--- src/verilog/pair_map_consts.svh ---
/*
 * pair map sizing constants
 * key and value widths plus the number of table slots
 */
`ifndef PAIR_MAP_CONSTS_SVH
`define PAIR_MAP_CONSTS_SVH

// key field width in bits
`define PM_KEY_W    8

// value field width in bits
`define PM_VAL_W    8

// number of key/value slots in the table
`define PM_ENTRIES  8

`endif

--- src/verilog/pair_map_pkg.sv ---
/*
 * pair map shared types
 * opcodes, response status and the command/response payloads
 */
`include "pair_map_consts.svh"

package pair_map_pkg;

    typedef logic [`PM_KEY_W-1:0] pm_key_t;
    typedef logic [`PM_VAL_W-1:0] pm_val_t;

    typedef enum logic [2:0] {
        PM_WRITE    = 3'd0,
        PM_DEL_KEY  = 3'd1,
        PM_DEL_VAL  = 3'd2,
        PM_READ_KEY = 3'd3,     // forward lookup
        PM_READ_VAL = 3'd4      // reverse lookup
    } pm_op_e;

    typedef enum logic [1:0] {
        PM_OK   = 2'd0,
        PM_HIT  = 2'd1,
        PM_MISS = 2'd2,
        PM_FULL = 2'd3
    } pm_status_e;

    // command into the input slice
    typedef struct packed {
        pm_op_e  op;
        pm_key_t key;
        pm_val_t val;
    } pm_cmd_t;

    typedef struct packed {
        pm_op_e     op;
        pm_status_e status;
        pm_key_t    key;
        pm_val_t    val;
    } pm_resp_t;

endpackage

--- src/verilog/pair_map.sv ---
/*
 * pair_map top
 * input slice, pair table and output slice in one valid/ready chain
 */
`timescale 1ns/1ns

module pair_map (
    input  logic                     clock,
    input  logic                     rst_n,

    // command stream
    input  logic                     cmd_valid,
    output logic                     cmd_ready,
    input  pair_map_pkg::pm_op_e     cmd_op,
    input  pair_map_pkg::pm_key_t    cmd_key,
    input  pair_map_pkg::pm_val_t    cmd_val,

    // response stream
    output logic                     resp_valid,
    input  logic                     resp_ready,
    output pair_map_pkg::pm_op_e     resp_op,
    output pair_map_pkg::pm_status_e resp_status,
    output pair_map_pkg::pm_key_t    resp_key,
    output pair_map_pkg::pm_val_t    resp_val
);

    import pair_map_pkg::*;

    pm_cmd_t  cmd_in;       // packed from ports
    pm_cmd_t  cmd_q;        // input slice output
    pm_resp_t resp_d;       // packed from table outputs
    pm_resp_t resp_q;

    logic     tbl_in_valid;
    logic     tbl_in_ready;
    logic     tbl_out_valid;
    logic     tbl_out_ready;

    assign cmd_in.op  = cmd_op;
    assign cmd_in.key = cmd_key;
    assign cmd_in.val = cmd_val;

    pm_pipe_reg #(
        .data_t    (pm_cmd_t)
    ) u_cmd_reg (
        .clock     (clock),
        .rst_n     (rst_n),
        .in_valid  (cmd_valid),
        .in_ready  (cmd_ready),
        .in_data   (cmd_in),
        .out_valid (tbl_in_valid),
        .out_ready (tbl_in_ready),
        .out_data  (cmd_q)
    );

    pm_pair_table u_table (
        .clock      (clock),
        .rst_n      (rst_n),
        .in_valid   (tbl_in_valid),
        .in_ready   (tbl_in_ready),
        .in_op      (cmd_q.op),
        .in_key     (cmd_q.key),
        .in_val     (cmd_q.val),
        .out_valid  (tbl_out_valid),
        .out_ready  (tbl_out_ready),
        .out_op     (resp_d.op),
        .out_status (resp_d.status),
        .out_key    (resp_d.key),
        .out_val    (resp_d.val)
    );

    pm_pipe_reg #(
        .data_t    (pm_resp_t)
    ) u_resp_reg (
        .clock     (clock),
        .rst_n     (rst_n),
        .in_valid  (tbl_out_valid),
        .in_ready  (tbl_out_ready),
        .in_data   (resp_d),
        .out_valid (resp_valid),
        .out_ready (resp_ready),
        .out_data  (resp_q)
    );

    // unpack to the loose response ports
    assign resp_op     = resp_q.op;
    assign resp_status = resp_q.status;
    assign resp_key    = resp_q.key;
    assign resp_val    = resp_q.val;

endmodule

--- src/verilog/pm_pair_table.sv ---
/*
 * pm_pair_table
 * key/value slot storage with key, value and free-slot search
 * executes one command per accepted transfer and registers the response
 */
`timescale 1ns/1ns
`include "pair_map_consts.svh"

module pm_pair_table (
    input  logic                    clock,
    input  logic                    rst_n,

    // command side
    input  logic                    in_valid,
    output logic                    in_ready,
    input  pair_map_pkg::pm_op_e    in_op,
    input  pair_map_pkg::pm_key_t   in_key,
    input  pair_map_pkg::pm_val_t   in_val,

    // response side
    output logic                    out_valid,
    input  logic                    out_ready,
    output pair_map_pkg::pm_op_e    out_op,
    output pair_map_pkg::pm_status_e out_status,
    output pair_map_pkg::pm_key_t   out_key,
    output pair_map_pkg::pm_val_t   out_val
);

    import pair_map_pkg::*;

    localparam int IDX_W = (`PM_ENTRIES > 1) ? $clog2(`PM_ENTRIES) : 1;

    // slot storage
    pm_key_t                key_q [`PM_ENTRIES];
    pm_val_t                val_q [`PM_ENTRIES];
    logic [`PM_ENTRIES-1:0] vld_q;

    // search results
    logic [`PM_ENTRIES-1:0] key_match;
    logic [`PM_ENTRIES-1:0] val_match;
    logic [`PM_ENTRIES-1:0] free_slot;
    logic [IDX_W-1:0]       key_idx;
    logic [IDX_W-1:0]       val_idx;
    logic [IDX_W-1:0]       free_idx;
    logic                   key_hit;
    logic                   val_hit;
    logic                   free_any;

    // command decode
    logic                   fire;
    logic                   wr_en;
    logic [IDX_W-1:0]       wr_idx;
    logic [`PM_ENTRIES-1:0] wr_mask;
    logic [`PM_ENTRIES-1:0] clr_mask;
    logic [`PM_ENTRIES-1:0] vld_nxt;
    pm_status_e             rsp_status;
    pm_key_t                rsp_key;
    pm_val_t                rsp_val;

    // response holds until taken downstream
    assign in_ready = !out_valid || out_ready;
    assign fire     = in_valid && in_ready;

    // per-slot compares where only valid slots can match
    always_comb begin
        for (int i = 0; i < `PM_ENTRIES; i++) begin
            key_match[i] = vld_q[i] && (key_q[i] == in_key);
            val_match[i] = vld_q[i] && (val_q[i] == in_val);
            free_slot[i] = !vld_q[i];
        end
    end

    assign key_hit  = |key_match;
    assign val_hit  = |val_match;
    assign free_any = |free_slot;

    // scan from the top down so the lowest index wins
    always_comb begin
        key_idx  = '0;
        val_idx  = '0;
        free_idx = '0;
        for (int i = `PM_ENTRIES - 1; i >= 0; i--) begin
            if (key_match[i]) begin
                key_idx = IDX_W'(i);
            end
            if (val_match[i]) begin
                val_idx = IDX_W'(i);
            end
            if (free_slot[i]) begin
                free_idx = IDX_W'(i);
            end
        end
    end

    // table rules
    always_comb begin
        wr_en      = 1'b0;
        wr_idx     = '0;
        clr_mask   = '0;
        rsp_status = PM_OK;
        rsp_key    = in_key;   // echo by default
        rsp_val    = in_val;

        case (in_op)
            PM_WRITE: begin
                if (key_hit) begin
                    wr_en  = 1'b1;          // overwrite in place
                    wr_idx = key_idx;
                end else if (free_any) begin
                    wr_en  = 1'b1;
                    wr_idx = free_idx;
                end else begin
                    rsp_status = PM_FULL;
                end
            end
            PM_DEL_KEY: begin
                clr_mask   = key_match;
                rsp_status = key_hit ? PM_OK : PM_MISS;
            end
            PM_DEL_VAL: begin
                clr_mask   = val_match;     // may clear several slots
                rsp_status = val_hit ? PM_OK : PM_MISS;
            end
            PM_READ_KEY: begin
                if (key_hit) begin
                    rsp_status = PM_HIT;
                    rsp_val    = val_q[key_idx];
                end else begin
                    rsp_status = PM_MISS;
                    rsp_val    = '0;
                end
            end
            PM_READ_VAL: begin
                if (val_hit) begin
                    rsp_status = PM_HIT;
                    rsp_key    = key_q[val_idx];
                end else begin
                    rsp_status = PM_MISS;
                    rsp_key    = '0;
                end
            end
            default: begin
                rsp_status = PM_MISS;       // unknown opcode leaves the state alone
            end
        endcase
    end

    // next valid bits
    always_comb begin
        wr_mask = '0;
        if (wr_en) begin
            wr_mask[wr_idx] = 1'b1;
        end
        vld_nxt = (vld_q & ~clr_mask) | wr_mask;
    end

    always_ff @(posedge clock or negedge rst_n) begin
        if (!rst_n) begin
            vld_q     <= '0;    // table empty
            out_valid <= 1'b0;
        end else begin
            if (fire) begin
                vld_q <= vld_nxt;
            end
            if (in_ready) begin
                out_valid <= in_valid;
            end
        end
    end

    // slot contents
    always_ff @(posedge clock) begin
        if (fire && wr_en) begin
            key_q[wr_idx] <= in_key;
            val_q[wr_idx] <= in_val;
        end
    end

    // registered response
    always_ff @(posedge clock) begin
        if (fire) begin
            out_op     <= in_op;
            out_status <= rsp_status;
            out_key    <= rsp_key;
            out_val    <= rsp_val;
        end
    end

endmodule

--- src/verilog/pm_pipe_reg.sv ---
/*
 * pm_pipe_reg
 * one-entry valid/ready register slice with its payload type set by data_t
 * full throughput when the downstream side keeps taking data
 */
`timescale 1ns/1ns

module pm_pipe_reg #(
    parameter type data_t = pair_map_pkg::pm_cmd_t
) (
    input  logic  clock,
    input  logic  rst_n,

    // upstream side
    input  logic  in_valid,
    output logic  in_ready,
    input  data_t in_data,

    // downstream side
    output logic  out_valid,
    input  logic  out_ready,
    output data_t out_data
);

    logic  full_q;      // slot occupied
    data_t data_q;      // held payload
    logic  load;

    // accept when empty, or when the held item leaves this same edge
    assign in_ready = !full_q || out_ready;
    assign load     = in_valid && in_ready;

    always_ff @(posedge clock or negedge rst_n) begin
        if (!rst_n) begin
            full_q <= 1'b0;
        end else if (in_ready) begin
            // either refilled by a new item or drained
            full_q <= in_valid;
        end
    end

    // payload register
    always_ff @(posedge clock) begin
        if (load) begin
            data_q <= in_data;
        end
    end

    assign out_valid = full_q;
    assign out_data  = data_q;

endmodule
--- config.mk ---
export PLATFORM = sky130hd
export DESIGN_NAME = pair_map
export DESIGN_NICKNAME = d
export VERILOG_FILES = /design/src/verilog/pair_map_pkg.sv /design/src/verilog/pair_map.sv /design/src/verilog/pm_pair_table.sv /design/src/verilog/pm_pipe_reg.sv
export VERILOG_INCLUDE_DIRS = /design/src /design/src/verilog
export SDC_FILE = /design/constraint.sdc
export NUM_CORES = 1
export LEC_CHECK = 0
export ABC_AREA = 1
export BUFFER_PORTS_ARGS = -buffer_cell sky130_fd_sc_hd__buf_2
export CAP_MARGIN = 20
export CORE_MARGIN = 3
export CORE_UTILIZATION = 44
export CTS_CLUSTER_SIZE = 10
export DETAILED_ROUTE_END_ITERATION = 7
export SLEW_MARGIN = 5
export SYNTH_ARGS = -nofsm -noshare
export SYNTH_HDL_FRONTEND = slang
export SYNTH_SLANG_ARGS = --single-unit
--- constraint.sdc ---
create_clock -name clock -period 8.3 [get_ports clock]
set_clock_uncertainty 0.2 [all_clocks]
set_input_delay 0.83 -clock clock [delete_from_list [all_inputs] [get_ports clock]]
set_output_delay 0.83 -clock clock [all_outputs]
set_load 0.05 [all_outputs]
; Word-level counts from Yosys, hierarchy flattened
; Memory sizes are Yosys's and may differ from the RTL's.
; Index checks and enable logic that the tools add are counted.
; Widths: inputs -> output; s select.
[word_totals]
ff_bits = 72
latch_bits = 0
ram_bits = 128
mem_bits_ro = 0
input_bits = 23
out_inout_bits = 23
elab_cells = 128
mem_count = 2
[classes]
add_sub_neg = 0
multipliers = 0
n_div = 0
n_lt_le_gt_ge = 2
n_eq_ne = 20
shifts = 0
mux = 47
bitwise_logic = 3
reduce_logical = 39
[memory_table]
columns = name, depth, width, read_ports, rd_ports_with_merged_regs, wr, line_no
row1 = u_table.key_q, 8, 8, 9, 0, 1, pm_pair_table.sv:34  ; pm_key_t key_q [`PM_ENTRIES];
row2 = u_table.val_q, 8, 8, 9, 0, 1, pm_pair_table.sv:35  ; pm_val_t val_q [`PM_ENTRIES];
[op_table]
columns = cell, n
row1 = $eq 8x8->1, 16
row2 = $mux 3, 27
row3 = $mux 8, 5
row4 = $reduce_or 8->1, 3
row5 = $logic_and 1x1->1, 21
row6 = $pmux 8 s2, 1
row7 = $mux 2, 6
row8 = $logic_not 1->1, 11
row9 = $pmux 2 s5, 1
row10 = $and 8x8->8, 1
row11 = $not 8->8, 1
row12 = $or 8x8->8, 1
row13 = $eq 3x2->1 const B, 2
row14 = $mux 1, 6
row15 = $lt 3x4->1 const B, 1
row16 = $demux 1 s3, 1
row17 = $eq 3x1->1 const B, 1
row18 = $eq 3x3->1 const B, 1
row19 = $ge 3x1->1 const B, 1
row20 = $logic_not 3->1, 1
row21 = $logic_or 1x1->1, 3

; Depth between registers and ports, before layout
[logic_depth]
depth_word = 18
ltp_mapped = 23
ltp_nobuf = 21

; Cells and area by module
; Synthesis repeated with hierarchy kept, for this count alone.
[unflattened]
hier_cells = 1212
area_unflattened_um2 = 10854.2
[modules_own_cells]
columns = mod, instances, cells_each, area_per_inst_um2, seq_area_each_um2
row1 = pm_pair_table, 1, 1160, 9562.9, 4699.5
row2 = pm_pipe_reg (u_resp_reg), 1, 27, 675.6, 655.6
row3 = pm_pipe_reg (u_cmd_reg), 1, 25, 615.6, 595.6

; Worst setup path after synthesis
; Ideal clock, no wire load.
[synth_timing]
path_type = reg2reg
from = register u_cmd_reg.data_q, in the netlist u_cmd_reg.out_data[9]
to = memory u_table.key_q[6][0] (netlist bit) (enable)
setup_time_ns = 0.389
arrival_time_ns = 2.594
required_ns = 7.711
path_slack_ns = 5.117
stages_incl_launch_ff = 15
n_path_buf = 1
synth_period_minus_slack_ns = 3.183
cell_sequence = edfxtp_1 inv_2 buf_2 nor2_1 nor4_1 nand3_2 nand2_1 nor2_2 nand2_4 inv_2 nand2_1 nand3_2 inv_2 nand2_1 nor2_1
[synth_between]
elab_chain_len = 12
word_cells_on_any_way = 32
classes_between = 8 x eq/ne / 14 x mux / 10 x reduce/logical
[synth_rtl]
columns = item, line_no
row1 = start: declaration, pm_pipe_reg.sv:26  ; data_t data_q;
row2 = start signal: assignment, pm_pipe_reg.sv:45  ; data_q <= in_data;
row3 = $eq 8x8->1, pm_pair_table.sv:67  ; key_match[i] = vld_q[i] && (key_q[i] == in_key);
row4 = $logic_and 1x1->1, pm_pair_table.sv:67
row5 = $mux 3 (8 in series), pm_pair_table.sv:83  ; if (key_match[i]) begin
row6 = $mux 3, pm_pair_table.sv:106  ; if (key_hit) begin
row7 = $mux 3, pm_pair_table.sv:104  ; case (in_op)
row8 = end: declaration, pm_pair_table.sv:34
; Parallel ways exist; a longest one is shown, timed or not.

; Worst setup path in the final report
[layout_timing]
from = register u_cmd_reg.data_q, in the netlist u_cmd_reg.out_data[10]
to = memory u_table.key_q[5][5] (netlist bit) (enable)
; The elaborated chain is that of the path after synthesis.

==> impl_metrics.env <==
export IMPL_synth_largest_area_cell="edfxtp_1"
export IMPL_relSlewSlack_pct=30.6
export IMPL_multi_input_gate_area_in_the_final_layout_mm2=0.00409
export IMPL_layout_worst_path_cycle_share_pct=51.3
export IMPL_worst_path_largest_cell_delay_ns=0.82
export IMPL_min_period_ns=4.26
export IMPL_gr_total_overflow=0
export IMPL_power_switching_fraction_pct=29.9
export IMPL_unrepaired_setup_endpoints_after_global_routing="no"
export IMPL_yosysWarnings=0
export IMPL_hold_violations_final=0
export IMPL_cts_sink_count=200
export IMPL_hpwl_mm=22.8
export IMPL_asyncSetResetFlopFracSynth_pct=5.50
export IMPL_final_util_pct=50.0
export IMPL_total_power_mw=2.39
export IMPL_clock_root_buffer="clkbuf_16"
export IMPL_first_iter_violations=1049
export IMPL_synth_distinct_cells=46
export IMPL_required_ns=8.15
export IMPL_path_buf_inv=3
export IMPL_drc=0
export IMPL_io_buffers=45
export IMPL_syn_area_per_cell_um2=8.84
export IMPL_cts_resized_gates=0
export IMPL_final_net_count=1294
export IMPL_grt_max_degree=35
export IMPL_grt_pass1_vias=8275
export IMPL_clock_pin_transition_on_the_worst_setup_and_hold_timing_paths_ns=0.08
export IMPL_ys_seq_elements=200
export IMPL_detailedRoute_firstPassIterationCount=5
export IMPL_die_w_um=163
export IMPL_cts_root_to_sink_buffers=2
export IMPL_max_freq_ghz=0.235
export IMPL_criticalPathCategory="register to register"
export IMPL_antenna_found_initial=0
export IMPL_htree_levels=4
export IMPL_die_y_um=163
export IMPL_cp_common_cell="nand2_1"
export IMPL_vdd_ir_drop_worst_mv=0.132
export IMPL_cts_tree="done"
export IMPL_final_critical_path_setup_slack_ns=4.04
export IMPL_numCtsBuffers=17
export IMPL_synth_area_mm2=0.0109
export IMPL_yosys_area_top_type_share_pct=52.3
export IMPL_regToRegSetupSlack_ns=4.04
export IMPL_core_mm2=0.0239
export IMPL_synth_top_cells_by_area="edfxtp_1 52%, nand2_1 11%, nand3_1 8.9%"
export IMPL_worst_skew_pair_late_latency_ns=0.44
export IMPL_worstReg2RegStart="u_cmd_reg.out_data[10]"
export IMPL_power_share_clock_pct=34.1
export IMPL_worst_setup_path_end_kind="register"
export IMPL_diode_insertion_count_for_antenna_repair=0
export IMPL_drt_total_wl_mm=31.3
export IMPL_n_fill_cell=2262
export IMPL_crit_arrival_ns=4.11
export IMPL_synth_enable_flop_cells=189
export IMPL_effective_utilization_at_floorplan_pct=45.4
export IMPL_drive_gt1_share_pct=10.2
export IMPL_hold_class="primary input to async pin"
export IMPL_gr_usage_all_layers_pct=23.7
export IMPL_drtAntennaViolNets=0
export IMPL_power_frac_seq_pct=51.0
export IMPL_cts_hold_fix_buffers=0
export IMPL_pwr_share_comb_pct=14.9
export IMPL_dp_slack_ns=3.69
export IMPL_layout_area_overhead_vs_synth_pct=10.1
export IMPL_timing_reg2reg_worst_path_depth=18
export IMPL_p_leak_nw=5.04
export IMPL_floorplan_rows=56
export IMPL_whs_ns=0.0813
export IMPL_crit_reg2reg_capture="u_table.key_q[5][5]"
export IMPL_floorplan_io_pins=46
export IMPL_timing_setup_tns_ns=0
export IMPL_synth_main_ff_cell="edfxtp_1"
export IMPL_critical_path_cell_chain="inv_1 > nand2_1 > o21ai_0 > nor2_1 > nand3_1 > nor2_1 > nand2_1 > nand2_1 > nand2_1 > nand2_1 > nand2_2 > nand2_4 > nand2_4 > inv_6 > nor2_8 > nor2_4 > inv_4 > nor2_2"
export IMPL_worstSetupStartpointType="register"
export IMPL_post_drt_wl_per_cell_um=19.5
export IMPL_cpMaxStageDelayCell="edfxtp_1"
export IMPL_detailroute_via_count=8943
export IMPL_synthCells=1228
export IMPL_design_die_area_mm2=0.0266
export IMPL_cpLargestDelayFamily="simple AND/OR/NAND/NOR gates"
export IMPL_cellInternalPower_mw=1.68
export IMPL_cts_repair_timing_setup_buffer_count=0
export IMPL_grt_first_pass_wirelength_mm=47.8
export IMPL_worst_path_max_fanout=33
export IMPL_synth_sequential_area_ratio_pct=54.8
export IMPL_vias_per_cell=5.58
export IMPL_area_taken_by_flip_flops_and_latches_mm2=0.00595
export IMPL_final_max_slew_viol_count=0
export IMPL_switchingPower_uw=714
export IMPL_mappedNetlistNets=1251
export IMPL_report_final_setup_viol=0
export IMPL_drv_cap=0
export IMPL_status="completed"
export IMPL_pwr_density_cell_mw_per_mm2=200
export IMPL_worst_slew_pin_slew_ns=1.04
export IMPL_gp_congestion=0.969
per-stage QoR:
stage | cells | cell area [um^2]
2_1_floorplan | 1228 | 10900
3_3_place_gp | 1569 | 11300
3_5_place_dp | 1569 | 11300
4_1_cts | 1601 | 11900
5_1_grt | 1603 | 12000
6_report | 1603 | 12000
area by class of cell:
class / count / share of cell area (%)
inverter: 150 / 4.77
sequential: 200 / 49.8
multi-input combinational: 841 / 34.2
timing repair buffer: 61 / 3.01
tap: 319 / 3.34
clock buffer: 18 / 3.59
clock inverter: 14 / 1.28
synth_stat cells (2+ instances only):
cell type	number
or2_1	9
nand4_1	35
buf_6	5
or2_2	3
and3_1	4
buf_4	14
nand2_2	4
and2_1	2
a21oi_1	18
xor2_1	23
dfrtp_1	11
inv_1	135
o2111ai_1	2
nor3_1	23
edfxtp_1	189
clkbuf_1	5
nand3_1	194
o21ai_0	13
clkinv_1	3
a211oi_1	2
inv_2	10
nor2_1	108
xnor2_1	17
nor2_2	6
nand3b_1	9
o21ai_1	5
nor3b_1	2
nand3_2	3
nand2_1	311
nor4_1	17
o22ai_1	16
nand2_4	4
buf_2	13
worst max-delay path by stage:
| stage | startpoint | to | depth (start not counted) |
|---|---|---|---|
| floorplan | u_cmd_reg.out_data[9] | u_table.key_q[6][0] | 14 |
| global placement | u_cmd_reg.out_data[8] | u_table.key_q[0][1] | 11 |
| detailed placement | u_cmd_reg.out_data[8] | u_table.key_q[0][1] | 11 |
| CTS | u_cmd_reg.out_data[8] | u_table.key_q[0][6] | 11 |
| global route | u_cmd_reg.out_data[10] | u_table.key_q[5][5] | 18 |
| finish | u_cmd_reg.out_data[10] | u_table.key_q[5][5] | 18 |
placed cells by master, fill, tap and decap left out, drive strengths merged:
cell type  netlist  routed
nand3b          10      10
nand4           35      35
nor4            17      17
nor3            24      24
a221oi           1       1
o21ai           19      19
xnor2           17      17
clkbuf           5      18
inv            147     155
clkinv           3       9
edfxtp         189     189
o21a             1       1
nor4b            1       1
o2111ai          2       2
o22ai           16      16
nor2           116     116
buf             32      61
nor3b            2       2
nand3          197     197
and2             2       2
dfrtp           11      11
or3              1       1
or2             12      12
nand2          319     319
a21oi           19      19
and3             4       4
xor2            23      23
o221ai           1       1
a211oi           2       2
cells by family (layout without fill, tap and decap cells):
logic type | after synthesis | in the layout | share of synthesized area (%)
and+or+nand+nor | 740 | 740 | 31.2
DFF | 200 | 200 | 54.8
buffers and inverters | 187 | 243 | 7.51
AOI/OAI and AO/OA | 61 | 61 | 3.27
xor gates and xnor gates | 40 | 40 | 3.23
routing by layer:
metal | up-vias | wire [um] | global-route usage (%)
li1 | 4247 | - | -
met1 | 4222 | 14000 | 35.0
met2 | 435 | 13900 | 36.5
met3 | 39 | 2900 | 4.06
met4 | 0 | 530 | 6.07
met5 | - | 0 | 0
flip-flops by register name (all words and copies together), names as in the netlist, 2 cells and up:
name	count
u_table.out_op	3
u_table.vld_q	8
u_table.out_key	8
u_table.key_q	64
u_table.val_q	64
u_resp_reg.out_data	21
u_table.out_val	8
u_cmd_reg.out_data	19
u_table.out_status	2
power by group through the flow:
stage / Combinational (mW) / Sequential (mW) / Clock (mW)
after floorplan: 0.177 / 1.31 / 0
after global placement: 0.346 / 1.24 / 0
after detailed placement: 0.349 / 1.24 / 0
after CTS: 0.350 / 1.22 / 0.833
after global routing: 0.386 / 1.23 / 0.872
final: 0.355 / 1.22 / 0.816
No activity file was read; power rests on OpenSTA's default activity.
